### src/verilog/stm_pkg.sv
package stm_pkg;

  // pattern kind played by the sequencer.
  typedef enum logic {
    STM_MODE_GAIN  = 1'b0,
    STM_MODE_FOCUS = 1'b1
  } stm_mode_t;

  // focus generator FSM.
  typedef enum logic [2:0] {
    FOCUS_IDLE,
    FOCUS_LOAD,
    FOCUS_SQUARE,
    FOCUS_ROOT,
    FOCUS_EMIT
  } focus_state_t;

  // grid spacing of transducers, in focus length units.
  localparam logic [15:0] PITCH = 16'd10;

  // repeat count that never runs out.
  localparam logic [15:0] REP_INFINITE = 16'hffff;

endpackage

### src/verilog/stm_focus.sv
`timescale 1ns/1ns
module stm_focus #(
  parameter int DEPTH    = 249,
  parameter int COLS     = 18,
  parameter int PATTERNS = 8
) (
  input  logic                        CLK,
  input  logic                        rst_n,
  input  logic                        start,
  input  logic [15:0]                 idx,
  input  logic                        segment,
  input  logic [15:0]                 sound_speed,
  input  logic                        focus_wr_en,
  input  logic                        focus_wr_segment,
  input  logic [$clog2(PATTERNS)-1:0] focus_wr_pattern,
  input  logic [55:0]                 focus_wr_data,
  output logic [7:0]                  intensity,
  output logic [7:0]                  phase,
  output logic                        dout_valid
);

  import stm_pkg::*;

  localparam int PW = $clog2(PATTERNS);

  logic [55:0]        fmem [2*PATTERNS];
  logic [55:0]        point;
  focus_state_t       state;
  logic [15:0]        col;
  logic [15:0]        row;
  logic [15:0]        trans;
  logic signed [15:0] fx;
  logic signed [15:0] fy;
  logic signed [15:0] fz;
  logic signed [17:0] px;
  logic signed [17:0] py;
  logic signed [17:0] dx;
  logic signed [17:0] dy;
  logic signed [17:0] dz;
  logic signed [35:0] dx2;
  logic signed [35:0] dy2;
  logic signed [35:0] dz2;
  logic [36:0]        d2;
  logic [31:0]        sq;
  logic [15:0]        root;
  logic [15:0]        trial;
  logic [31:0]        trial_sq;
  logic [3:0]         bit_idx;
  logic [31:0]        prod;

  // point word is x, y, z, then intensity.
  assign fx = point[55:40];
  assign fy = point[39:24];
  assign fz = point[23:8];

  // transducer sits on the z = 0 plane.
  assign px  = signed'({2'b00, 16'(col * PITCH)});
  assign py  = signed'({2'b00, 16'(row * PITCH)});
  assign dx  = px - fx;
  assign dy  = py - fy;
  assign dz  = 18'sd0 - fz;
  assign dx2 = dx * dx;
  assign dy2 = dy * dy;
  assign dz2 = dz * dz;
  assign d2  = 37'(dx2) + 37'(dy2) + 37'(dz2);

  // restoring square root, msb first.
  assign trial    = root | (16'd1 << bit_idx);
  assign trial_sq = 32'(trial) * 32'(trial);
  assign prod     = 32'(root) * 32'(sound_speed);

  always_ff @(posedge CLK) begin
    if (!rst_n) begin
      state      <= FOCUS_IDLE;
      dout_valid <= 1'b0;
    end else begin
      dout_valid <= 1'b0;
      case (state)
        FOCUS_IDLE: begin
          if (start) begin
            col   <= 16'd0;
            row   <= 16'd0;
            trans <= 16'd0;
            state <= FOCUS_LOAD;
          end
        end
        FOCUS_LOAD: begin
          state <= FOCUS_SQUARE;
        end
        FOCUS_SQUARE: begin
          sq      <= d2[31:0];
          root    <= 16'd0;
          bit_idx <= 4'd15;
          state   <= FOCUS_ROOT;
        end
        FOCUS_ROOT: begin
          if (trial_sq <= sq) begin
            root <= trial;
          end
          if (bit_idx == 4'd0) begin
            state <= FOCUS_EMIT;
          end else begin
            bit_idx <= bit_idx - 4'd1;
          end
        end
        FOCUS_EMIT: begin
          intensity  <= point[7:0];
          phase      <= prod[15:8];
          dout_valid <= 1'b1;
          if (trans == 16'(DEPTH - 1)) begin
            state <= FOCUS_IDLE;
          end else begin
            trans <= trans + 16'd1;
            state <= FOCUS_SQUARE;
            // next grid position, row by row.
            if (col == 16'(COLS - 1)) begin
              col <= 16'd0;
              row <= row + 16'd1;
            end else begin
              col <= col + 16'd1;
            end
          end
        end
        default: begin
          state <= FOCUS_IDLE;
        end
      endcase
    end
  end

  always_ff @(posedge CLK) begin
    if (focus_wr_en) begin
      fmem[{focus_wr_segment, focus_wr_pattern}] <= focus_wr_data;
    end
    if (state == FOCUS_LOAD) begin
      point <= fmem[{segment, idx[PW-1:0]}];
    end
  end

endmodule

### config.mk
export PLATFORM = sky130hd
export DESIGN_NAME = stm_focus
export DESIGN_NICKNAME = d
export VERILOG_FILES = /design/src/verilog/stm_pkg.sv /design/src/verilog/stm_focus.sv
export SDC_FILE = /design/constraint.sdc
export NUM_CORES = 2
export LEC_CHECK = 0
export BUFFER_PORTS_ARGS = -buffer_cell sky130_fd_sc_hd__buf_2
export CORE_ASPECT_RATIO = 0.8
export CORE_UTILIZATION = 30
export CTS_CLUSTER_SIZE = 28
export DETAILED_ROUTE_END_ITERATION = 12
export HOLD_SLACK_MARGIN = 0.02
export SYNTH_ARGS = -nofsm -noshare
export SYNTH_HDL_FRONTEND = slang
export SYNTH_SLANG_ARGS = --single-unit
### constraint.sdc
create_clock -name CLK -period 12 [get_ports CLK]
set_input_delay 2.4 -clock CLK [delete_from_list [all_inputs] [get_ports CLK]]
set_output_delay 2.4 -clock CLK [all_outputs]
set_load 0.03 [all_outputs]
# After elaboration in Yosys (flattened, before gate mapping)
# Memories as Yosys holds them, arrays and structs flattened. A register that Yosys moved wholly into a read port is not among the register bits.
# Index checks and enable logic that the tools add are counted.
# classes
n_addsub	9
mul	7
n_div	0
magnitude_cmp	1
n_eq_ne	12
n_shift	1
mux	20
n_bitwise	1
reduce_logical	11
# ops
op	n
$pmux W16 S2	4
$mux W16	7
$add A32 B32 Y32	2
$mul A18 B18 Y32	2
$add A16 B1 Y16 const B	3
$sub A17 B16 Y18	2
$le A32 B32 Y1	1
$mul A16 B16 Y32	1
$mul A16 B3 Y15 const B	2
$mul A17 B17 Y32	1
$sub A1 B16 Y17 const A	1
$eq A16 B5 Y1 const B	1
$eq A16 B8 Y1 const B	1
$mul A16 B16 Y16	1
$or A16 B16 Y16	1
$shl A1 B4 Y16 const A	1
$pmux W3 S5	1
$ne A2 B2 Y1 const B	6
$pmux W4 S2	1
$eq A3 B2 Y1 const B	2
$mux W3	2
$reduce_and A2 Y1	3
$reduce_and A3 Y1	2
$reduce_and A5 Y1	1
10 further kinds	13
# word_totals
register_bits	120
latchBits	0
mem_bits_rw	896
romBits	0
inputBits	97
out_inout_bits	17
wordCells	73
n_memories	1
# memory_table
memory	depth	word_bits	read_ports	rd_ports_with_merged_regs	write_ports	line_no	source
fmem	16	56	1	1	1	stm_focus.sv:26	logic [55:0] fmem [2*PATTERNS];

# Longest topological paths before layout
# depth
ltp_word	6
mapped_depth	49
mapped_depth_nobuf	48

# Worst setup path after synthesis
# No wires, ideal clock.
# synth_path
path_kind	register to register
from	reg col[3]
to	reg sq[30], data pin
setup_ns	0.258
arrival_time_ns	10.837
t_required_ns	11.742
setup_slack_ns	0.906
path_stages_with_launch	45
n_path_buf	1
period_less_slack_ns	11.094
path_cell_list	edfxtp_1 -> ha_1 -> ha_1 -> inv_1 -> fa_1 -> nor2b_1 -> o21ai_0 -> a21boi_0 -> o21ai_0 -> a21boi_0 -> o21a_1 -> nor2_1 -> xnor2_1 -> ha_1 -> o21a_1 -> o2111ai_1 -> o21ai_0 -> xnor2_1 -> [9 not listed] -> fa_1 -> inv_1 -> fa_1 -> fa_1 -> fa_1 -> inv_1 -> fa_1 -> ha_1 -> o211a_1 -> a221o_1 -> or3_1 -> a41oi_1 -> o32ai_1 -> a221oi_1 -> a21oi_1 -> a21o_1 -> a21oi_1 -> xnor2_1
# synth_via
elab_chain_len	5
# synth_lines
element	line_no	source
start: declaration	stm_focus.sv:29	logic [15:0] col;
start signal: assignment	stm_focus.sv:120	col <= col + 16'd1;
$mul A16 B3 Y15	stm_focus.sv:57	assign px = signed'({2'b00, 16'(col * PITCH)});
$sub A17 B16 Y18	stm_focus.sv:59	assign dx = px - fx;
$mul A18 B18 Y32	stm_focus.sv:62	assign dx2 = dx * dx;
$add A32 B32 Y32 (2 in a row)	stm_focus.sv:65	assign d2 = 37'(dx2) + 37'(dy2) + 37'(dz2);
via d2[30]	stm_focus.sv:43	logic [36:0] d2;
end signal: assignment	stm_focus.sv:91	sq <= d2[31:0];
end: declaration	stm_focus.sv:44	logic [31:0] sq;
# The timed path passes the listed nets, and every way through them passes these cells.
# A chain may end at the register's enable or synchronous reset.

# Final worst setup path
# layout_path
from	reg row[1]
to	reg sq[31], data pin
# layout_via
elab_chain_len	5
# layout_lines
element	line_no	source
start: declaration	stm_focus.sv:30	logic [15:0] row;
start signal: assignment	stm_focus.sv:118	row <= row + 16'd1;
$mul A16 B3 Y15	stm_focus.sv:58	assign py = signed'({2'b00, 16'(row * PITCH)});
$sub A17 B16 Y18	stm_focus.sv:60	assign dy = py - fy;
$mul A18 B18 Y32	stm_focus.sv:63	assign dy2 = dy * dy;
$add A32 B32 Y32 (2 in a row)	stm_focus.sv:65	
via d2[31]	stm_focus.sv:43	
# The timed path passes the listed nets, and every way through them passes these cells.

==> summary.txt <==
Timing
  • Worst setup margin: 509 ps
  • Hold slack: 433 ps
  • Fmax: 87.0 MHz
  • Slew @ Worst Pin: 1130 ps
  • Fin. Hold Viols: 0
  • Crit share post-route: 0.958
  • Tmin final: 11,490 ps
  • Final Slew Violations: 0
  • Worst Skew: 59.3 ps
  • Slew margin rel.: 0.249
  • Final setup viols: 0

Detailed routing
  • DRT Wirelength: 200,000 µm
  • Remaining antenna violation count: 0
  • Via density per instance: 4.59
  • DR WL/cell: 19.0 µm
  • Initial drt markers: 3,558
  • 1st-pass router iterations: 6
  • Vias: 48,200
  • DRC viols: 0

Synthesis
  • Syn Nets: 8,256
  • Cell taking the most area after synthesis: edfxtp_1
  • Synthesized instance count: 6,521
  • EDFF count, synth: 1,067
  • Top_reg_cell synth: edfxtp_1
  • Synth warn: 0
  • FFs w/ async S/R, synth: 0
  • Top cells by area, synth: edfxtp_1, fa_1, mux4_2, ha_1, inv_1
  • #FFs+latches synth: 1,071
  • Average cell area after synthesis: 12.9 µm²
  • Yosys top cell area share: 0.382
  • Unique masters post-synth: 82
  • Seq/Total Area, Yosys: 0.383
  • Mapped Area: 83,800 µm²

Floorplanning
  • Height of the die: 475 µm
  • Starting Density: 0.302
  • Die area: 281,000 µm²
  • I/O pin count: 114
  • Die W: 593 µm
  • Cell Rows: 173
  • Core area: 278,000 µm²

Clock network
  • Longest Clk Path Bufs: 3
  • Worst-Skew Late Latency: 750 ps
  • Num CTS Buffers: 101
  • CTS H-tree lvls: 3
  • Hold buffers post-CTS: 0
  • Clk sinks: 1,071
  • CTS clk-pin slew, worst paths: 70 ps
  • Root Driver: clkbuf_16
  • CTS tree: built

Critical path
  • Critical Path Most Common Cell: fa_1
  • Worst path max stage delay: 560 ps
  • Critical Path AT: 11,910 ps
  • Kind of critical path: flip-flop to flip-flop
  • CP bufs+invs: 8
  • CP max FO: 4
  • Slowest CP cell: fa_1
  • Crit start category: flip-flop
  • Endpoint type of the worst setup path: flip-flop
  • Req. time, crit path: 12,420 ps
  • Cell family with most CP delay: adder cells

Cells and area
  • Area delta synth->final: 11.4%
  • Fillers: 27,100
  • Fin cells: 10,500
  • Final instance area: 93,300 µm²
  • Nets: 8,465
  • Layout cells sized above 1: 0.122

GRT
  • Number of global-route vias before repair: 52,000
  • First-pass GRT wire length: 311,000 µm
  • Grt ovf: 0
  • Initial antenna violation count: 25
  • All-Layer GR Usage: 0.144
  • Largest net degree at the start of global routing: 92

Min path
  • HP Class: flip-flop to flip-flop

Place
  • Worst slack at placement: -70.9 ps
  • GPL Wtd Cong: 0.898
  • DP Area: 89,700 µm²
  • Placed cells: 10,300
  • I/O Buffers: 100
  • Hpwl dp: 149,000 µm

Status
  • Status: finished clean

Job
  • Number of max-cap violations: 0
-- routing by layer --
metal	vias up	track usage	routed length [µm]
li1	21400	-	-
met1	24900	0.204	90000
met2	1560	0.226	90200
met3	307	0.0304	15000
met4	32	0.0316	4420
met5	-	0	183
-- per-stage QoR --
stage / util / TNS (ps)
finish: 0.336 / 0
global placement: 0.323 / -91.1
detailed placement: 0.323 / -70.9
global route: 0.336 / -40.4
CTS: 0.335 / 0
floorplan: - / 0
-- cells in the final DEF, fill, tap and decap left out, types with 17 or more instances in the layout --
cell type,instances
nand3_1,33
nand2_1,449
xnor2_1,173
clkbuf_16,101
xor2_1,67
nand4_1,19
ha_1,475
mux4_2,280
buf_2,96
buf_4,173
inv_2,17
nor2b_1,17
a21oi_1,96
inv_1,1570
clkinv_1,35
clkbuf_1,18
edfxtp_1,1067
a21o_1,56
nor3_1,21
o21ai_0,53
fa_1,1154
nor2_1,432
and2_1,69
o21a_1,20
nand2b_1,26
-- cell usage after synthesis (all sizes together), types with 11 or more instances --
cell type / instances
inv: 1589
fa: 1160
edfxtp: 1067
ha: 478
nor2: 455
nand2: 452
mux4: 280
xnor2: 186
clkbuf: 144
a21oi: 108
xor2: 70
and2: 69
o21ai: 65
a21o: 57
nand3: 33
nand2b: 26
nor3: 26
buf: 23
o21a: 20
nand4: 19
nor2b: 17
and3: 16
or3: 16
clkinv: 13
a31oi: 11
-- repair_timing --
| item | in CTS | in global routing |
|---|---|---|
| setup endpoints to repair | 1 | 9 |
| gates resized for setup | 1 | 74 |
| pin swaps | 0 | 19 |
| gates cloned | 0 | 0 |
| setup buffers | 0 | 12 |
-- layout make-up --
type	instances	area (µm²)	area share
antenna	1	2.50	0.0000268
clock buffer	119	2590	0.0278
tap	3675	4600	0.0493
timing repair buffer	273	1830	0.0196
sequential	1071	32100	0.344
multi-input combinational	3681	45500	0.487
inverter	1602	6020	0.0645
clock inverter	71	694	0.00744
-- registers in the layout, indices dropped and copies added, names as in the netlist --
| name | cells |
|---|---|
| state | 3 |
| col | 16 |
| fmem | 896 |
| point | 56 |
| dout_valid | 1 |
| root | 16 |
| phase | 8 |
| bit_idx | 4 |
| intensity | 8 |
| sq | 32 |
| trans | 16 |
| row | 15 |
-- worst reg2reg max path: cells and delay by family (launching register included) --
kind	cells	cell delay (ps)
flops	1	450
fa+ha+maj	14	6120
xor+xnor	3	590
compound gates	10	2140
simple gates	5	1340
buf+inv	8	550
-- logic make-up (layout without fill, tap and decap cells) --
group | after synthesis | after routing | synth area share
AO/OA/AOI/OAI | 331 | 331 | 0.0256
adder cells (fa/ha/maj) | 1638 | 1638 | 0.348
AND/OR/NAND/NOR | 1173 | 1173 | 0.0605
buffers and inverters | 1769 | 2065 | 0.0793
other | 0 | 1 | 0
XOR/XNOR | 257 | 257 | 0.0274
multiplexers | 282 | 282 | 0.0755
flip-flops | 1071 | 1071 | 0.383
-- worst paths after layout --
| kind | slack (ps) | end | startpoint | depth (start not counted) |
|---|---|---|---|---|
| worst min register to register | 430 | intensity[2]$_DFFE_PP_ | point[2]$_DFFE_PP_ | 0 |
| worst max register to register | 510 | sq[31]$_DFFE_PP_ | row[1]$_SDFFCE_PN0P_ | 40 |
| worst max-delay path | 510 | sq[31]$_DFFE_PP_ | row[1]$_SDFFCE_PN0P_ | 40 |
| worst min-delay path | 430 | intensity[2]$_DFFE_PP_ | point[2]$_DFFE_PP_ | 0 |
Power is left out: the tool's default activity adds up to more than one toggle a clock period on the data nets, which glitch-free logic cannot reach.
