===== config.mk =====
export PLATFORM = sky130hd
export DESIGN_NAME = stm_swapchain
export DESIGN_NICKNAME = d
export VERILOG_FILES = /design/src/verilog/stm_pkg.sv /design/src/verilog/stm_swapchain.sv
export SDC_FILE = /design/constraint.sdc
export NUM_CORES = 1
export LEC_CHECK = 0
export BUFFER_PORTS_ARGS = -buffer_cell sky130_fd_sc_hd__clkbuf_2
export CORE_ASPECT_RATIO = 1.75
export CORE_MARGIN = 2
export CORE_UTILIZATION = 30
export DETAILED_ROUTE_END_ITERATION = 8
export GPL_ROUTABILITY_DRIVEN = 0
export PLACE_DENSITY = 0.52
export REMOVE_ABC_BUFFERS = 1
export SETUP_SLACK_MARGIN = 0.05
export SYNTH_ARGS = -nofsm -noshare
export SYNTH_HDL_FRONTEND = slang
export SYNTH_SLANG_ARGS = --single-unit
export TNS_END_PERCENT = 30

===== constraint.sdc =====
create_clock -name CLK -period 2.7 [get_ports CLK]
set_clock_uncertainty 0.05 [all_clocks]
set_input_delay 0.54 -clock CLK [delete_from_list [all_inputs] [get_ports CLK]]
set_output_delay 0.54 -clock CLK [all_outputs]
set_load 0.1 [all_outputs]

===== src/verilog/stm_pkg.sv =====
package stm_pkg;

  // pattern kind played by the sequencer.
  typedef enum logic {
    STM_MODE_GAIN  = 1'b0,
    STM_MODE_FOCUS = 1'b1
  } stm_mode_t;

  // focus generator FSM.
  typedef enum logic [2:0] {
    FOCUS_IDLE,
    FOCUS_LOAD,
    FOCUS_SQUARE,
    FOCUS_ROOT,
    FOCUS_EMIT
  } focus_state_t;

  // grid spacing of transducers, in focus length units.
  localparam logic [15:0] PITCH = 16'd10;

  // repeat count that never runs out.
  localparam logic [15:0] REP_INFINITE = 16'hffff;

endpackage


===== src/verilog/stm_swapchain.sv =====
`timescale 1ns/1ns
module stm_swapchain (
  input  logic                CLK,
  input  logic                rst_n,
  input  logic                settings_update,
  input  stm_pkg::stm_mode_t  req_mode,
  input  logic                req_segment,
  input  logic [15:0]         rep,
  input  logic [15:0]         idx_0_in,
  input  logic [15:0]         idx_1_in,
  output stm_pkg::stm_mode_t  mode,
  output logic                segment,
  output logic                stop,
  output logic [15:0]         idx_0_out,
  output logic [15:0]         idx_1_out
);

  import stm_pkg::*;

  logic [15:0] loop_cnt;
  logic        wrap;

  // active index went backwards.
  assign wrap = segment ? (idx_1_in < idx_1_out) : (idx_0_in < idx_0_out);

  always_ff @(posedge CLK) begin
    if (!rst_n) begin
      mode      <= STM_MODE_GAIN;
      segment   <= 1'b0;
      stop      <= 1'b0;
      loop_cnt  <= REP_INFINITE;
      idx_0_out <= 16'd0;
      idx_1_out <= 16'd0;
    end else if (settings_update) begin
      mode      <= req_mode;
      segment   <= req_segment;
      stop      <= 1'b0;
      loop_cnt  <= rep;
      idx_0_out <= idx_0_in;
      idx_1_out <= idx_1_in;
    end else if (!stop) begin
      if (wrap && loop_cnt == 16'd0) begin
        // last loop done, hold the final pattern.
        stop <= 1'b1;
      end else begin
        idx_0_out <= idx_0_in;
        idx_1_out <= idx_1_in;
        if (wrap && loop_cnt != REP_INFINITE) begin
          loop_cnt <= loop_cnt - 16'd1;
        end
      end
    end
  end

endmodule


* Word level (Yosys, flattened, before mapping)
Cells that the tools add are included.
W data, S select, Z words.
** Storage, ports and cells
- Register bits :: 51
** Cells by class
- $add $sub $neg :: 1
- $lt $le $gt $ge :: 2
- Equality and inequality tests :: 3
- Multiplexer cells :: 13
- Bitwise operators :: 1
- Reduce and logical (&&, ||, !) cells :: 7
** Operator list (count)
- $mux W16 :: 10
- $lt A16 B16 Y1 :: 2
- $logic_not A16 Y1 :: 1
- $ne A16 B16 Y1 const B :: 1
- $sub A16 B1 Y16 const B :: 1
- $ne A2 B2 Y1 const B :: 2
- $mux W1 :: 3
- $reduce_and A3 Y1 :: 1
- $logic_and A1 B1 Y1 :: 2
- $reduce_and A2 Y1 :: 1
- $reduce_bool A2 Y1 :: 1
- $reduce_or A2 Y1 :: 1
- $not A1 Y1 :: 1

* Depth between registers and ports, before layout
Gate-level depths: netlist (run 1).
- Word-level depth :: 7
- Depth in mapped cells :: 11

* Worst setup path before layout (run 1)
Ideal clock, no wire load.
- Path kind :: reg2reg
- Start point :: reg idx_0_out[15]
- End point :: reg stop
- Arrival time :: 3.120 ns
- Setup slack :: -0.585 ns
- Cell stages (with the launch flop) :: 12
- Period minus slack after synthesis :: 3.285 ns
- Cell sequence :: dfxtp_1 -> inv_1 -> ha_1 -> nand4_1 -> or4_1 -> a221o_1 -> o211ai_2 -> a21boi_2 -> o21ba_1 -> buf_6 -> buf_6 -> and2_1
** Between the ends
- Word-level cells in the longest chain between the ends :: 5
** Ends and longest elaborated chain
- start, declared :: RTL line stm_swapchain.sv:14 : output logic [15:0] idx_0_out,
- start signal, assigned :: RTL line stm_swapchain.sv:39 : idx_0_out <= idx_0_in;
- start signal, assigned :: RTL line stm_swapchain.sv:46 : idx_0_out <= idx_0_in;
- $lt A16 B16 Y1 :: RTL line stm_swapchain.sv:24 : assign wrap = segment ? (idx_1_in < idx_1_out) : (idx_0_in < idx_0_out);
- $mux W1 :: RTL line stm_swapchain.sv:24
- $logic_and A1 B1 Y1 :: RTL line stm_swapchain.sv:42 : if (wrap && loop_cnt == 16'd0) begin
- $mux W1 :: RTL line stm_swapchain.sv:42
- $mux W1 :: RTL line stm_swapchain.sv:41 : end else if (!stop) begin
- end signal, assigned :: RTL line stm_swapchain.sv:30 : stop <= 1'b0;
- end signal, assigned :: RTL line stm_swapchain.sv:37 : stop <= 1'b0;
- end signal, assigned :: RTL line stm_swapchain.sv:44 : stop <= 1'b1;
- end, declared :: RTL line stm_swapchain.sv:13 : output logic stop,
Every way passes these cells.
A chain may end at the register's enable or synchronous reset.

* Worst setup path in the final report (run 1)
- Start point :: reg idx_0_out[9]
- End point :: reg idx_0_out[2]
** Between the ends
- Word-level cells in the longest chain between the ends :: 5
** Ends and longest elaborated chain (RTL line)
- $lt A16 B16 Y1 :: stm_swapchain.sv:24
- $mux W1 :: stm_swapchain.sv:24
- $logic_and A1 B1 Y1 :: stm_swapchain.sv:42
- $ne A2 B2 Y1 (no line)
- $reduce_and A2 Y1 (no line)
Every way passes these cells.

==> results_dict.tcl, run 1 <==
set metrics [dict create \
    synth_compound_area_share_pct 13.1 \
    drt-total-wl_mm 8.94 \
    coreArea_um2 11000 \
    cp-start-kind "flip-flop" \
    num-fill-cells 1147 \
    h-tree-depth 2 \
    clockBufferDepth 2 \
    post-route-period-util_pct 97.1 \
    start_util_pct 30.6 \
    power.density_nw_per_um2 463 \
    path_clk_slew_ps 80 \
    io_pins 88 \
    cts_made_buffers 5 \
    final_nets 614 \
    cts-root-buf "clkbuf_16" \
    power.total_mw 2.10 \
    p_clk_share_pct 30.2 \
    synth-xor-area-share_pct 0.777 \
    holdBufCountCts 0 \
    routed_via_density 4.89 \
    grt_pass1_vias 3175 \
    vias 3234 \
    synth_top_family_by_area "simple AND/OR/NAND/NOR gates" \
    synth_edf_count 0 \
    r2r-start "idx_0_out[9]" \
    synth_ff_type "dfxtp_1" \
    synth_area_um2 3380 \
    finalHoldViolations 0 \
    sw_frac_of_total_pct 35.3 \
    rrSetupSlack_ps 80 \
    cellLeakagePower_nw 2.02 \
    drtIter0Drc 70 \
    placed_cells 642 \
    fmax_mhz 382 \
    yosys.area.top_type "dfxtp_1" \
    max-cap-violations 0 \
    dieArea_um2 12200 \
    synth_cell_types 50 \
    syn_area_per_cell_um2 8.18 \
    yosys_warnings 0 \
    path_class "flip-flop to flip-flop" \
    tightest_slew_ps 603 \
    hold_path.class "flip-flop to flip-flop" \
    ant_nets 0 \
    area_growth_pct 34.5 \
    fp.dieW_um 84.2 \
    die_h_um 144 \
    endpoint_kind "flip-flop" \
    synth_top_area_share_pct 30.2 \
    p_seq_share_pct 40.3 \
    drc 0 \
    hold_path_end "idx_0_out[13]" \
    synth_fa_ha_area_share_pct 12.2 \
    clk_latency_ps 300 \
    rr_endpoint "idx_0_out[2]" \
    hpwl_mm 6.83 \
    dr.pass1.iters 4 \
    grt_max_degree 38 \
    drive_gt1_share_pct 32.1 \
    ys_ff_latch 51 \
    muxShareOfSynthArea_pct 11.3 \
    hold_path_depth 2 \
    cpPeakStageDelay_ps 510 \
    cpMaxStageDelayCell "or4_4" \
    grt.overflow.total 0 \
    hp-start "idx_0_out[13]" \
    finalNonFillerCells 661 \
    reg2reg_depth 11 \
    yosysSeqAreaShare_pct 30.2 \
    period_minus_slack_ps 2620 \
    synthArstFlopShare_pct 0 \
    status "finished, final reports clean" \
    rsz0062_at_grt "yes" \
    rows 51 \
    synthTopCellsByArea "dfxtp_1, ha_1, mux2i_1" \
    clock_sinks 51 \
    crit_path_max_fanout 13 \
    ir_drop_mv 0.240 \
    syn_inst 413 \
    critical_path_required_ps 2830 \
    maxSlewHeadroom_pct 59.8 \
    synthSimpleGateAreaFrac_pct 24.2 \
    grt_use_total_pct 14.5 \
    maxSlewViolCount 0 \
    grt_first_pass_wirelength_mm 14.5 \
    setup_viol 0 \
    antenna_found_initial 0 \
    wl_per_cell_um 13.5 \
    crit_arrival_ps 2750 \
    combPwrFrac_pct 29.6 \
    p_int_mw 1.36 \
    portBuffers 87 \
    num_antenna_cells 0 \
    cts_tree "yes" \
    cp_cell_sequence "inv_2 -> ha_4 -> nand4_1 -> or4_4 -> a221o_1 -> o211ai_4 -> buf_6 -> a21boi_2 -> o21ba_4 -> buf_12 -> mux2i_1" \
    switchingPower_mw 0.742 \
]
flip-flops by register name, indices dropped and copies added, names as in the netlist:
signal     count
idx_0_out     16
idx_1_out     16
loop_cnt      16
mode           1
segment        1
stop           1
layout make-up:
type                    count  area (um^2)  share of cell area (%)
multi-input cells         297         2220                    48.9
flip-flops and latches     51         1030                    22.7
repair buffers            130          825                    18.1
well taps                 132          165                    3.63
inverters                  43          161                    3.55
clock buffers               6          129                    2.84
clock inverters             2         12.5                   0.275
stage by stage:
step | TNS, ps | util [%] | hold slack, ps | instance area [um^2] | setup slack, ps
6_report | 0 | 41.2 | 418 | 4550 | 79.0
2_1_floorplan | -46950 | - | 530 | 3260 | -1230
4_1_cts | 0 | 39.4 | 416 | 4350 | 21.7
3_5_place_dp | -12680 | 37.4 | 424 | 4130 | -352
5_1_grt | -220 | 41.2 | 437 | 4550 | -27.9
3_3_place_gp | -9680 | 37.4 | 411 | 4130 | -244
logic make-up (layout without fill, tap and decap cells):
kind of cell | Yosys count | in the layout
AOI/OAI and AO/OA | 58 | 58
xor gates and xnor gates | 3 | 3
buffers and inverters | 65 | 181
muxes | 38 | 38
DFF | 51 | 51
and+or+nand+nor | 165 | 165
adders and majority gates | 33 | 33
routing by layer:
metal / part of all wire, % / track usage, % / wire (um) / vias up
li1: - / - / - / 1658
met2: 56 / 27.8 / 5000 / 58
met3: 3.2 / 2.23 / 283 / 12
met1: 39 / 15.8 / 3440 / 1506
met5: 0 / 0 / 0 / -
met4: 2.3 / 5.69 / 208 / 0
synthesized netlist by cell type, types with 7 or more instances:
library cell and count:
nand2_1 89, nor3_1 8, o21ai_0 7, ha_1 33, dfxtp_1 51, a21oi_1 18, nor2_1 20, nand4_1 8
inv_1 43, clkbuf_1 17, mux2i_1 37
power by group through the flow:
stage / clock (mW) / sequential, mW / combinational [mW]
after floorplan: 0 / 1.05 / 0.186
after global placement: 0 / 0.860 / 0.564
after detailed placement: 0 / 0.861 / 0.573
after CTS: 0.661 / 0.845 / 0.587
after global routing: 0.693 / 0.853 / 0.680
final: 0.634 / 0.846 / 0.622
cells in the final DEF, fill, tap and decap left out, types with 3 or more instances in the layout:
master	instances
buf_12	3
clkbuf_16	5
inv_2	3
nand2_1	89
mux2i_1	37
clkbuf_2	86
and4b_1	6
a311oi_1	3
nand4b_1	3
o21ai_0	7
nand3b_1	6
a21oi_1	18
ha_4	4
a2111oi_4	3
buf_4	35
buf_6	3
dfxtp_2	7
inv_1	40
or3_1	3
and3b_1	4
o211ai_1	3
ha_1	29
nand3_1	3
dfxtp_1	44
nand4_1	8
nor2_1	20
nor2b_1	3
xnor2_1	3
nor3_1	8
timing repair:
action,4_1_cts,5_1_grt
resized for setup,9,24
buffers inserted,3,7
setup endpoints to repair,40,47
cloned,1,1
pin swaps,4,5
worst max-delay path, delay by kind of cell, from the launching register on:
kind,cells,cell delay (ps)
muxes,1,120
buffers and inverters,3,360
AOI/OAI and AO/OA,4,710
adders and majority gates,1,250
DFF,1,340
and+or+nand+nor,2,650
how the worst max path moves through the flow:
stage / startpoint / end / slack, ps / cells after the start
global route: idx_0_out[9] / idx_0_out[15] / -30 / 11
floorplan: idx_0_out[13] / idx_0_out[0] / -1230 / 9
global placement: idx_0_in[15] / idx_1_out[2] / -240 / 11
finish: idx_0_out[9] / idx_0_out[2] / 80 / 11
CTS: idx_0_out[11] / loop_cnt[8] / 20 / 11
detailed placement: idx_0_in[13] / loop_cnt[0] / -350 / 11
No activity file was read; power rests on OpenSTA's default activity.
==> run 2, diff against run 1 <==
--- a/config.mk
+++ b/config.mk
@@ -12,6 +12,7 @@
 export DETAILED_ROUTE_END_ITERATION = 8
 export GPL_ROUTABILITY_DRIVEN = 0
 export PLACE_DENSITY = 0.52
+export RECOVER_POWER = 100
 export REMOVE_ABC_BUFFERS = 1
 export SETUP_SLACK_MARGIN = 0.05
 export SYNTH_ARGS = -nofsm -noshare
==> results_dict.tcl, run 2 (same netlist as run 1, synthesis figures left out) <==
set metrics [dict create \
    power.density_nw_per_um2 466 \
    holdBufCountCts 0 \
    hpwl_mm 6.83 \
    wl_per_cell_um 13.6 \
    grt_use_total_pct 14.5 \
    finalHoldViolations 0 \
    wl_met1_mm 3.43 \
    die_h_um 144 \
    cp-startpoint "idx_0_out[9]" \
    whs_ps 420 \
    coreArea_um2 11000 \
    grt_pass1_vias 3175 \
    portBuffers 87 \
    reg_top3 "idx_0_out (16), idx_1_out (16), loop_cnt (16)" \
    cts_made_buffers 5 \
    dieArea_um2 12200 \
    num-fill-cells 1160 \
    setup_viol 0 \
    fmax_mhz 382 \
    max-cap-violations 0 \
    cp-start-kind "flip-flop" \
    start_util_pct 30.6 \
    post-route-period-util_pct 97.1 \
    maxSlewHeadroom_pct 12.9 \
    finalNonFillerCells 661 \
    crit_path_max_fanout 13 \
    vias 3226 \
    drtIter0Drc 76 \
    num_antenna_cells 0 \
    grt.overflow.total 0 \
    tightest_slew_ps 1310 \
    rsz0062_at_grt "yes" \
    area_growth_pct 33.1 \
    path_class "flip-flop to flip-flop" \
    placed_cell_area_um2 4130 \
    status "finished, final reports clean" \
    placed_cells 642 \
    wl_met2_mm 5.04 \
    rrSetupSlack_ps 80 \
    period_minus_slack_ps 2620 \
    clockBufferDepth 2 \
    dr.pass1.iters 4 \
    ant_nets 0 \
    drive_gt1_share_pct 25.1 \
    ir_drop_mv 0.239 \
    final_cell_mix "nand2_1, clkbuf_2, dfxtp_1" \
    layout_commonest_cell "nand2_1" \
    clock_sinks 51 \
    grt_first_pass_wirelength_mm 14.5 \
    finalInstanceArea_um2 4500 \
    maxSlewViolCount 0 \
    drc 0 \
    antenna_found_initial 0 \
    crit_arrival_ps 2750 \
    rr_endpoint "idx_0_out[2]" \
    final_nets 614 \
    critical_path_required_ps 2820 \
    h-tree-depth 2 \
    power.total_mw 2.09 \
    routed_via_density 4.88 \
    r2r-start "idx_0_out[9]" \
    wl_met3_um 302 \
    endpoint_kind "flip-flop" \
    dr.max_layer_used "met4" \
    reg2reg_depth 11 \
    clk_latency_ps 300 \
    fp.dieW_um 84.2 \
    rows 51 \
    cts-root-buf "clkbuf_16" \
    grt_max_degree 38 \
    drt-total-wl_mm 8.97 \
    cellLeakagePower_nw 1.90 \
    io_pins 88 \
    path_clk_slew_ps 70 \
    cts_tree "yes" \
    worstSetupEndpoint "idx_0_out[2]" \
    hold_path.class "flip-flop to flip-flop" \
]
run 2: cell types whose count changed in the layout (fill, tap and decap cells not counted):
cell      change
buf_4         -1
clkbuf_2     -36
clkbuf_1     +37
run 2: layout make-up:
| class | count | area (um^2) | area share (%) |
|---|---|---|---|
| clock buffer | 6 | 129 | 2.87 |
| timing repair buffer | 130 | 776 | 17.3 |
| inverter | 43 | 161 | 3.59 |
| multi-input combinational | 297 | 2220 | 49.4 |
| tap | 132 | 165 | 3.67 |
| sequential | 51 | 1030 | 22.9 |
| clock inverter | 2 | 12.5 | 0.278 |
run 2: worst min-delay path by stage:
stage               slack [ps]  depth (start not counted)             to          start
floorplan                  530                          2    loop_cnt[9]    loop_cnt[9]
detailed placement         420                          2  idx_0_out[13]  idx_0_out[13]
CTS                        420                          3   idx_0_out[9]    idx_0_in[9]
global route               440                          3  idx_0_out[13]   idx_0_in[13]
global placement           410                          2   idx_0_out[7]   idx_0_out[7]
finish                     420                          2  idx_0_out[13]  idx_0_out[13]
run 2: per-stage QoR:
| step | setup TNS, ps | util [%] | setup slack [ps] |
|---|---|---|---|
| 3_3_place_gp | -9680 | 37.4 | -244 |
| 6_report | 0 | 40.7 | 78.8 |
| 4_1_cts | 0 | 39.4 | 21.7 |
| 3_5_place_dp | -12680 | 37.4 | -352 |
| 2_1_floorplan | -46950 | - | -1230 |
| 5_1_grt | -229 | 40.7 | -27.9 |
run 2: repair_timing:
action / 4_1_cts / 5_1_grt
setup buffers: 3 / 7
cloned: 1 / 1
pin swaps: 4 / 5
gates resized for setup: 9 / 24
setup endpoints to repair: 40 / 47
run 2: critical path, stage by stage (launching register included):
cell	delay (ps)
dfxtp_2	340
inv_2	40
ha_4	250
nand4_1	140
or4_4	510
a221o_1	310
o211ai_4	110
buf_6	150
a21boi_2	50
o21ba_4	240
buf_12	170
mux2i_1	120
run 2: report_power, final:
group / internal, mW / leakage (nW) / switching (mW) / total (mW)
Combinational: 0.209 / 1.41 / 0.406 / 0.615
Clock: 0.343 / 0.0669 / 0.290 / 0.633
Sequential: 0.801 / 0.426 / 0.0454 / 0.846
run 2: per-layer routing:
layer	vias up	GRT usage (%)
met5	-	0
met4	0	5.69
met3	11	2.23
met2	62	27.8
met1	1496	15.8
li1	1657	-
