<file path="src/verilog/stm_timer.sv">
`timescale 1ns/1ns
module stm_timer (
  input  logic        CLK,
  input  logic        rst_n,
  input  logic        settings_update,
  input  logic [15:0] cycle_0,
  input  logic [15:0] cycle_1,
  input  logic [15:0] freq_div_0,
  input  logic [15:0] freq_div_1,
  output logic [15:0] idx_0,
  output logic [15:0] idx_1,
  output logic        settings_update_out
);

  logic [15:0] cycle_in [2];
  logic [15:0] div_in [2];
  logic [15:0] cycle_q [2];
  logic [15:0] div_q [2];
  logic [15:0] div_cnt [2];
  logic [15:0] idx_q [2];
  logic        running;

  assign cycle_in[0] = cycle_0;
  assign cycle_in[1] = cycle_1;
  assign div_in[0]   = freq_div_0;
  assign div_in[1]   = freq_div_1;
  assign idx_0       = idx_q[0];
  assign idx_1       = idx_q[1];

  // counters hold at zero until the first settings strobe.
  always_ff @(posedge CLK) begin
    if (!rst_n) begin
      running             <= 1'b0;
      settings_update_out <= 1'b0;
    end else begin
      running             <= running | settings_update;
      settings_update_out <= settings_update;
    end
  end

  for (genvar s = 0; s < 2; s++) begin : g_seg
    always_ff @(posedge CLK) begin
      if (!rst_n) begin
        cycle_q[s] <= 16'd1;
        div_q[s]   <= 16'd1;
        div_cnt[s] <= 16'd0;
        idx_q[s]   <= 16'd0;
      end else if (settings_update) begin
        cycle_q[s] <= cycle_in[s];
        div_q[s]   <= div_in[s];
        div_cnt[s] <= 16'd0;
        idx_q[s]   <= 16'd0;
      end else if (running) begin
        if (div_cnt[s] == div_q[s] - 16'd1) begin
          div_cnt[s] <= 16'd0;
          // wrap at the segment's cycle length.
          idx_q[s]   <= (idx_q[s] == cycle_q[s] - 16'd1) ? 16'd0 : idx_q[s] + 16'd1;
        end else begin
          div_cnt[s] <= div_cnt[s] + 16'd1;
        end
      end
    end
  end

endmodule

</file>
<file path="config.mk">
export PLATFORM = sky130hd
export DESIGN_NAME = stm_timer
export DESIGN_NICKNAME = d
export VERILOG_FILES = /design/src/verilog/stm_timer.sv
export SDC_FILE = /design/constraint.sdc
export NUM_CORES = 1
export LEC_CHECK = 0
export BUFFER_PORTS_ARGS = -buffer_cell sky130_fd_sc_hd__buf_2
export CAP_MARGIN = 15
export CORE_MARGIN = 4
export CORE_UTILIZATION = 30
export DETAILED_ROUTE_END_ITERATION = 10
export GPL_ROUTABILITY_DRIVEN = 0
export PLACE_DENSITY_LB_ADDON = 0.3
export SLEW_MARGIN = 20
export SYNTH_ARGS = -nofsm -noshare
export SYNTH_HDL_FRONTEND = slang
export SYNTH_SLANG_ARGS = --single-unit
</file>
<file path="constraint.sdc">
create_clock -name CLK -period 9.1 [get_ports CLK]
set_input_delay 0.455 -clock CLK [delete_from_list [all_inputs] [get_ports CLK]]
set_output_delay 0.455 -clock CLK [all_outputs]
set_load 0.03 [all_outputs]
</file>
Word level (Yosys, flattened, before mapping)
Memory sizes are Yosys's and may differ from the RTL's.
Index checks and enable logic that the tools add are counted.

word-level totals
  register bits = 2
  bits in latches = 0
  bits in writable memories = 128
  ROM bits = 0
  input port bits = 67
  output and inout bits = 33
  word-level logic and storage cells = 73
  memories = 4

operators by class
  add/subtract/negate cells = 8
  $mul = 0
  div/mod/pow operators = 0
  $lt $le $gt $ge = 0
  eq/ne operators = 4
  shift operators = 0
  muxes and demuxes = 40
  bitwise gates (word level) = 15
  reductions and logical operators = 0

memory list
  memory   depth  width  read ports  clocked after memory_dff  write ports  RTL line  RTL
  cycle_q  2      16     2           0                         2            17        logic [15:0] cycle_q [2];
  div_cnt  2      16     2           0                         2            19        logic [15:0] div_cnt [2];
  div_q    2      16     2           0                         2            18        logic [15:0] div_q [2];
  idx_q    2      16     2           0                         2            20        logic [15:0] idx_q [2];

operators by type and width
  cell                   count
  $mux 16                16
  $add 16x1->16 const B  4
  $eq 16x16->1           4
  $sub 16x1->16 const B  4
  $mux 1                 24
  $or 1x1->1             15

Depth between registers and ports, before layout
Gate-level depths: netlist (run 1).

  depth in word-level cells = 9
  depth in mapped cells = 12
  mapped depth without buffers = 9

Least setup slack after synthesis (run 1)
No wires, ideal clock.

  path kind = flip-flop to flip-flop
  from = memory cycle_q[0][0]
  to = memory idx_q[0][10] (data pin)
  arrival time = 3.144 ns
  slack = 5.679 ns
  stages on the path, launching flop included = 10
  buffers on the path = 0
  period minus slack after synthesis = 3.421 ns
  cells stage by stage = edfxtp_1 > inv_1 > ha_1 > or4b_2 > or4_1 > xnor2_1 > or4_1 > nand4b_1 > o311ai_2 > nor2_1

RTL lines
  item             RTL line
  start, declared  17
  end, declared    20

==> out/results.ini, run 1 <==
[clocking]
cts_resized = 0
post_cts_buffers = 0
clk_pin_slew_worst_paths_ns = 0.06
cts.sinks = 130
ctsHoldBuffers = 0
cts_buffer_depth = 2
numCtsBuffers = 17
htreeDepth = 4
cts_tree = done
cts_root_buffer = clkbuf_16
insertion_delay_ns = 0.43

[power]
p_clk_share_pct = 41.8
p_int_w = 0.00121
ir_drop_v = 0.0000952
swShare_pct = 26.8
seq_power_share_pct = 45.8
power_frac_comb_pct = 12.5
power.density_nw_per_um2 = 172
leakagePower_nw = 3.61
p_sw_w = 0.000443

[die]
ios = 100
initial_utilization_pct = 30.5
die_x_um = 174
core_area_um2 = 27000
die_area_um2 = 30100
die_h_um = 174
core.rowCount = 60

[synth]
synth_top_cells_by_area = edfxtp_1 (47%), xnor2_1 (7.2%), xor2_1 (6.5%)
synthFlopType = edfxtp_1
syn-num-nets = 864
synth_top_area_share_pct = 46.7
synth_async_sr_flop_share_pct = 0
synth_edf_count = 128
synth-seq-cells = 130
syn_avg_cell_area_um2 = 10.4
synth_cell_types = 67
yosys_warnings = 0
synth_seq_area_share_pct = 47.2
syn_inst = 789
yosys.area.top_type = edfxtp_1
synth_area_um2 = 8230

[critical_path]
cp.required_ns = 9.16
max_stage_delay_ns = 0.66
critical_path_class = reg -> reg
cp.arrival_ns = 4.13
crit_path_cell_trace = inv_1, ha_1, nor3b_1, a21oi_1, nor4_1, nand4_1, a2111oi_2, and3_1, a21o_1
endpoint_kind = register
startpoint_type = register
cpLargestDelayFamily = simple AND/OR/NAND/NOR gates
crit_buf_inv = 1
critPathSlowestCell = and3_1
r2r_slack_ns = 5.03
worstPathMaxFanout = 17

[sta]
tightest_slew_ns = 0.814
rsz0062_at_grt = false
finClkSkew_ns = 0.0184
fmax_mhz = 246
setup_ws_ns = 5.03
hold_viol = 0
maxSlewViolCount = 0
finalSetupViolCount = 0
min_period_over_period_pct = 44.7
slew_headroom_pct = 45.6
fin_tns_setup_ns = 0
finalCriticalPeriod_ns = 4.07

[placed_design]
post-place-ws_ns = 5.00
io_buffers = 99
placedCellCount = 1194
hpwl_um = 14700

[grt]
antenna_found_initial = 0
grt_max_degree = 62
first_global_vias = 6171
grt_pass1_wl_um = 32900
track_usage_pct = 13.4
overflow = 0

[job]
drv_cap = 0

[cells_and_area]
final_cells = 1228
final_nets = 947
fin_util_pct = 35.7
areaGrowthSynthToFinish_pct = 17.1
drive_gt1_share_pct = 19.1

[routing]
wl_um = 20200
vias = 6301
final_antenna_net_count = 0
remaining_drc_errors = 0
dr.pass1.iters = 5
via_per_inst = 5.13
drt_iter0_drc = 344
wl_per_cell_um = 16.5

[run_status]
outcome = completed

[hold_path]
min_path_type = in -> reg

[placed cells by master (no fill, tap or decap), types with 3 or more instances in the layout]
| cell | netlist | layout |
|---|---|---|
| nor4b_1 | 3 | 3 |
| nand2b_1 | 9 | 9 |
| a31oi_1 | 5 | 5 |
| or3_1 | 13 | 13 |
| a2111oi_2 | 3 | 3 |
| buf_4 | 3 | 4 |
| o21ai_0 | 13 | 13 |
| or4_1 | 10 | 10 |
| nor3b_1 | 4 | 4 |
| o221ai_1 | 3 | 3 |
| xnor2_1 | 68 | 68 |
| a21oi_1 | 11 | 11 |
| nor2_1 | 44 | 44 |
| nand3b_1 | 6 | 6 |
| nor3_1 | 59 | 59 |
| clkbuf_16 | 0 | 17 |
| nand4b_1 | 3 | 3 |
| xor2_1 | 61 | 61 |
| nor4_1 | 21 | 20 |
| o211ai_1 | 3 | 3 |
| mux2i_1 | 4 | 4 |
| nand4_1 | 16 | 16 |
| inv_1 | 19 | 18 |
| edfxtp_1 | 128 | 128 |
| buf_2 | 4 | 99 |
| clkinv_4 | 0 | 3 |
| nor4_2 | 12 | 13 |
| and2_1 | 3 | 3 |
| nand2_1 | 42 | 42 |
| or3b_2 | 3 | 3 |
| o21a_1 | 4 | 4 |
| or2_2 | 4 | 4 |
| nor2b_1 | 9 | 9 |
| nand3_1 | 36 | 36 |
| and3_1 | 77 | 77 |
| ha_1 | 8 | 8 |
| a211oi_1 | 4 | 4 |
[path summary, 6_finish.rpt]
path	startpoint	endpoint	depth (start not counted)
setup / recovery	div_q[0][0]	idx_q[0][9]	9
hold / removal	freq_div_0[0]	div_q[0][0]	2
setup reg to reg	div_q[0][0]	idx_q[0][9]	9
hold reg to reg	div_cnt[1][0]	div_cnt[1][0]	1
[area by class of cell]
cell class | count | area [um2]
timing repair buffer | 104 | 537
fill | 2680 | 17300
antenna | 2 | 5.00
clock inverter | 11 | 129
clock buffer | 21 | 460
multi-input combinational | 600 | 4120
tap | 341 | 427
inverter | 19 | 71.3
sequential | 130 | 3880
[per-stage QoR]
stage               total power, W  hold slack, ns  cell area [um2]
floorplan                 0.000908           0.624             8230
global placement          0.000974           0.664             9020
detailed placement        0.000976           0.695             9030
CTS                        0.00167           0.278             9620
global route               0.00172           0.290             9630
finish                     0.00166           0.290             9630
[synthesized netlist by cell type, types with 10 or more instances]
cell / number
xnor2_1: 68
or4_1: 10
o21ai_0: 13
nand3_1: 36
nor2_1: 44
xor2_1: 61
clkbuf_1: 32
nand4_1: 16
nor4_2: 12
edfxtp_1: 128
or3_1: 13
a21oi_1: 11
and3_1: 77
nand2_1: 42
inv_1: 19
nor4_1: 21
nor3_1: 59
[worst register-to-register path, stage by stage, from the launching register on]
cell and delay, ns:
edfxtp_1 0.47, inv_1 0.09, ha_1 0.20, nor3b_1 0.50, a21oi_1 0.14, nor4_1 0.29
nand4_1 0.16, a2111oi_2 0.54, and3_1 0.67, a21o_1 0.63
[power by group through the flow]
stage                     combinational, W  sequential (W)  clock, W
after floorplan                   0.000149        0.000759         0
after global placement            0.000205        0.000769         0
after detailed placement          0.000206        0.000769         0
after CTS                         0.000208        0.000757  0.000703
after global routing              0.000230        0.000766  0.000729
final                             0.000206        0.000758  0.000691
[kinds of logic after synthesis]
group | Yosys count | share of synthesized area, %
flops | 130 | 47.2
simple gates | 389 | 27.8
mux | 6 | 0.760
fa+ha+maj | 8 | 1.22
xor+xnor | 129 | 13.7
compound gates | 68 | 6.31
buf+inv | 59 | 2.98
[routing by layer]
metal	up-vias	GRT usage (%)	wire length, um
li1	3124	-	-
met1	3004	18.7	10100
met2	143	21.2	9110
met3	30	2.40	700
met4	0	4.59	364
met5	-	0	0
[flip-flops by register name (all words and copies together) (netlist names)]
signal / count
cycle_q: 32
div_cnt: 32
div_q: 32
idx_q: 32
running: 1
settings_update_out: 1
No activity file was read; power rests on OpenSTA's default activity.
==> run 2: changes to the inputs <==
clock period = 3.9 ns   (was 9.1 ns; I/O delays follow)
==> out/results.ini, run 2 (synthesis gave the netlist of run 1 again) <==
[run_status]
outcome = completed

[sta]
min_period_over_period_pct = 90.3  ; +46 points
rsz0062_at_grt = false
maxSlewViolCount = 0  ; unchanged
tightest_slew_ns = 0.945  ; +0.131 ns
fmax_mhz = 284  ; +15%
slew_headroom_pct = 36.9  ; -8.7 points
finalSetupViolCount = 0  ; unchanged
finalCriticalPeriod_ns = 3.52  ; -0.545 ns
fin_tns_setup_ns = 0  ; unchanged
finClkSkew_ns = 0.0123  ; -0.00609 ns
hold_viol = 0  ; unchanged

[routing]
drt_iter0_drc = 384  ; +12%
final_antenna_net_count = 0  ; unchanged
dr.pass1.iters = 5  ; unchanged
wl_per_cell_um = 16.4  ; -0.65%
remaining_drc_errors = 0  ; unchanged
via_per_inst = 5.19  ; +1.1%
wl_um = 20200  ; -0.25%
vias = 6395  ; +1.5%

[critical_path]
critPathSlowestCell = or4b_2
critical_path_class = reg -> reg
crit_top_cell = or4_1
cp.required_ns = 4.08  ; -5.08 ns
endpoint_kind = register
cp.arrival_ns = 3.70  ; -0.43 ns
worstPathMaxFanout = 10  ; -7
startpoint_type = register
cpLargestDelayFamily = simple AND/OR/NAND/NOR gates
max_stage_delay_ns = 0.65  ; about the same
crit_path_cell_trace = inv_1, ha_1, or4b_2, or4_1, xnor2_1, or4_1, nand4b_1, o311ai_2, buf_4, nor2_1
crit_buf_inv = 2  ; +1

[cells_and_area]
final_nets = 954  ; +0.74%
areaGrowthSynthToFinish_pct = 17.9
mostFrequentLayoutCells = edfxtp_1 (128), buf_2 (99), and3_1 (77)
final_common_cell = edfxtp_1
nFillCells = 2657  ; -0.86%
drive_gt1_share_pct = 19.8  ; +0.75 points
fin_util_pct = 36.0  ; +0.24 points
final_cells = 1233  ; +0.41%
antennaDiodeCount = 0  ; -2

[power]
p_int_w = 0.00288  ; +140%
power_frac_comb_pct = 12.4  ; about the same
p_sw_w = 0.00103  ; +130%
p_clk_share_pct = 42.4  ; +0.6 points
seq_power_share_pct = 45.2  ; -0.6 points
power.density_nw_per_um2 = 403  ; +130%
swShare_pct = 26.3  ; -0.52 points
ir_drop_v = 0.000223  ; +130%
leakagePower_nw = 3.65  ; +1.2%

[die]
core.rowCount = 60  ; unchanged
core_area_um2 = 27000  ; unchanged
die_h_um = 174  ; unchanged
initial_utilization_pct = 30.5  ; unchanged
die_area_um2 = 30100  ; unchanged
die_x_um = 174  ; unchanged
ios = 100  ; unchanged

[grt]
track_usage_pct = 13.4  ; -0.074 points
first_global_vias = 6189  ; +0.29%
grt_max_degree = 62  ; unchanged
antenna_found_initial = 0  ; unchanged
grt_pass1_wl_um = 32900  ; about the same
overflow = 0  ; unchanged

[clocking]
cts_resized = 0  ; unchanged
ctsHoldBuffers = 0  ; unchanged
numCtsBuffers = 17  ; unchanged
insertion_delay_ns = 0.42  ; about the same
htreeDepth = 4  ; unchanged
cts.sinks = 130  ; unchanged
cts_root_buffer = clkbuf_16
post_cts_buffers = 0  ; unchanged
cts_tree = done
cts_buffer_depth = 2  ; unchanged
clk_pin_slew_worst_paths_ns = 0.06  ; about the same

[placed_design]
hpwl_um = 14600  ; -0.36%
placedCellCount = 1201  ; +0.59%
io_buffers = 99  ; unchanged

[job]
drv_cap = 0  ; unchanged

[hold_path]
min_path_type = in -> reg

[run 2: cell types whose count changed in the layout (fill, tap and decap cells not counted), sizes merged]
cell,change
buf,+7
clkbuf,+1
clkinv,-1
clkinvlp,+1
diode,-2
inv,-1
[run 2: power by group through the flow]
stage / combinational, W / sequential (W) / clock (W)
final: 0.000485 / 0.00177 / 0.00166
after detailed placement: 0.000487 / 0.00180 / 0
after floorplan: 0.000348 / 0.00177 / 0
after CTS: 0.000490 / 0.00177 / 0.00169
after global routing: 0.000542 / 0.00178 / 0.00175
after global placement: 0.000482 / 0.00179 / 0
[run 2: final cells by class]
class	instances	area (um2)	area share, %
Inverter	19	71.3	0.735
Clock buffer	22	494	5.10
Sequential cell	130	3880	40.1
Tap cell	341	427	4.40
Multi-Input combinational cell	600	4110	42.4
Clock inverter	10	123	1.26
Timing Repair Buffer	111	586	6.04
[run 2: through the flow]
step / hold WS (ns) / area (um2) / setup slack (ns) / total power, W
after floorplan: 0.373 / 8230 / 0.479 / 0.00212
after CTS: 0.0235 / 9700 / 0.352 / 0.00395
after global placement: 0.478 / 9080 / 0.461 / 0.00228
after detailed placement: 0.470 / 9080 / 0.368 / 0.00228
after global routing: 0.0451 / 9700 / 0.203 / 0.00408
final: 0.0413 / 9700 / 0.379 / 0.00391
[run 2: worst register-to-register path: stages (launching register included)]
cell and delay (ns):
edfxtp_1 0.44, inv_1 0.09, ha_1 0.23, or4b_2 0.65, or4_1 0.44, xnor2_1 0.14
or4_1 0.57, nand4b_1 0.22, o311ai_2 0.24, buf_4 0.22, nor2_1 0.06
[run 2: final timing paths]
kind	start	endpoint	slack [ns]	cells past startpoint
hold reg to reg	idx_q[0][9]	idx_q[0][9]	0.70	2
setup reg to reg	cycle_q[0][0]	idx_q[0][2]	0.38	10
hold / removal	freq_div_0[0]	div_q[0][0]	0.04	2
setup / recovery	cycle_q[0][0]	idx_q[0][2]	0.38	10
[run 2: metal layers]
layer  GRT usage (%)  wire length [um]
met1            18.2              9650
met2            21.8              9570
met3            2.05               632
met4            4.62               344
met5               0                 0
==> run 3: changes to the inputs <==
CORE_UTILIZATION = 59   (was 30)
SKIP_LAST_GASP = 1   (was default)
TNS_END_PERCENT = 10   (was default)
==> out/results.ini, run 3 (synthesis gave the netlist of run 1 again) <==
[die]
die_x_um = 126  ; -27%
initial_utilization_pct = 61.2  ; +31 points
die_area_um2 = 15900  ; -47%
core.rowCount = 42  ; -30%
die_h_um = 126  ; -27%
core_area_um2 = 13500  ; -50%
ios = 100  ; unchanged

[grt]
grt_pass1_wl_um = 31800  ; -3.2%
grt_max_degree = 62  ; unchanged
track_usage_pct = 24.8  ; +11 points
first_global_vias = 6472  ; +4.6%
overflow = 0  ; unchanged
antenna_found_initial = 0  ; unchanged

[critical_path]
r2r-end = idx_q[0][10]
max_stage_delay_ns = 0.66  ; about the same
crit_path_cell_trace = inv_1, ha_1, or4b_2, or4_1, xnor2_1, or4_1, nand4b_1, o311ai_2, buf_4, nor2_1
cp.required_ns = 4.09  ; about the same
crit_top_cell = or4_1
critPathSlowestCell = or4b_2
critical_path_class = reg -> reg
startpoint_type = register
reg2regPathDepth = 10  ; unchanged
r2r_slack_ns = 0.28  ; -0.10 ns
critPathLaunch = cycle_q[0][0]
crit_buf_inv = 2  ; unchanged
cp-endpoint = idx_q[0][10]
worstPathMaxFanout = 10  ; unchanged
cp.arrival_ns = 3.80  ; +0.10 ns
endpoint_kind = register
path_depth = 10  ; unchanged
r2r_start = cycle_q[0][0]
cpLargestDelayFamily = simple AND/OR/NAND/NOR gates

[cells_and_area]
final_common_cell = edfxtp_1
final_cells = 1064  ; -14%
mostFrequentLayoutCells = edfxtp_1 (128), buf_2 (99), and3_1 (77)
areaGrowthSynthToFinish_pct = 14.9
antennaDiodeCount = 0  ; unchanged
drive_gt1_share_pct = 19.4  ; -0.47 points
final_nets = 950  ; -0.42%

[sta]
fin_tns_setup_ns = 0  ; unchanged
maxSlewViolCount = 0  ; unchanged
hold_viol = 0  ; unchanged
finalSetupViolCount = 0  ; unchanged
tightest_slew_ns = 1.13  ; +0.184 ns
finalCriticalPeriod_ns = 3.62  ; +0.0973 ns
min_period_over_period_pct = 92.8  ; +2.5 points
rsz0062_at_grt = false
slew_headroom_pct = 24.0  ; -13 points
fmax_mhz = 276  ; -2.7%
finClkSkew_ns = 0.00755  ; -0.00476 ns

[placed_design]
io_buffers = 99  ; unchanged
hpwl_um = 13800  ; -5.6%
placedCellCount = 1032  ; -14%

[routing]
wl_per_cell_um = 18.5  ; +13%
drt_iter0_drc = 640  ; +67%
remaining_drc_errors = 0  ; unchanged
via_per_inst = 6.23  ; +20%
final_antenna_net_count = 0  ; unchanged
vias = 6633  ; +3.7%
wl_um = 19700  ; -2.7%
dr.pass1.iters = 6  ; +1

[power]
power_w = 0.00391  ; about the same
ir_drop_v = 0.000358  ; +61%
leakagePower_nw = 3.62  ; -0.69%
power.density_nw_per_um2 = 413  ; +2.5%

[clocking]
cts_buffer_depth = 2  ; unchanged
htreeDepth = 4  ; unchanged
cts_tree = done
ctsHoldBuffers = 0  ; unchanged
numCtsBuffers = 17  ; unchanged
insertion_delay_ns = 0.43  ; about the same
clk_pin_slew_worst_paths_ns = 0.06  ; about the same
post_cts_buffers = 0  ; unchanged
cts.sinks = 130  ; unchanged
cts_root_buffer = clkbuf_16
cts_resized = 0  ; unchanged

[hold_path]
min_path_type = in -> reg

[job]
drv_cap = 0  ; unchanged

[run_status]
outcome = completed

[run 3: worst min-delay path by stage]
stage	startpoint	to	slack, ns	cells after the start
finish	freq_div_0[0]	div_q[0][0]	0.02	2
global route	freq_div_0[0]	div_q[0][0]	0.02	2
CTS	freq_div_0[0]	div_q[0][0]	0.007	2
detailed placement	freq_div_0[0]	div_q[0][0]	0.46	2
global placement	cycle_1[0]	cycle_q[1][0]	0.46	2
floorplan	cycle_0[0]	cycle_q[0][0]	0.37	1
[run 3: final cells by class]
type / instances / area [um2]
Tap cell: 176 / 220
Multi-Input combinational cell: 600 / 4120
Clock buffer: 17 / 425
Inverter: 19 / 71.3
Timing Repair Buffer: 107 / 556
Sequential cell: 130 / 3880
Fill cell: 994 / 4000
Clock inverter: 15 / 183
[run 3: power breakdown]
part	internal (W)	total, W	leakage, nW	switching [W]
clock network	0.00101	0.00164	0.290	0.000634
registers	0.00164	0.00177	1.42	0.000134
logic	0.000215	0.000493	1.91	0.000278
[run 3: worst register-to-register path: stages, from the launching register on]
cell and delay [ns]:
edfxtp_1 0.44, inv_1 0.09, ha_1 0.24, or4b_2 0.66
or4_1 0.49, xnor2_1 0.16, or4_1 0.55, nand4b_1 0.23
o311ai_2 0.23, buf_4 0.21, nor2_1 0.07
[run 3: per-layer routing]
layer	vias up	track usage, %	part of all wire (%)
li1	3133	-	-
met1	3182	30.6	41
met2	265	41.6	51
met3	53	6.35	6.5
met4	0	10.3	2.4
met5	-	0	0
[run 3: per-stage QoR]
step	setup slack, ns	instance area (um2)	hold WS, ns	util, %
CTS	0.325	9450	0.00716	70.3
floorplan	0.479	8230	0.373	-
detailed placement	0.388	8840	0.458	65.7
global placement	0.518	8840	0.459	65.7
global route	0.0875	9450	0.0166	70.3
finish	0.282	9450	0.0174	70.3
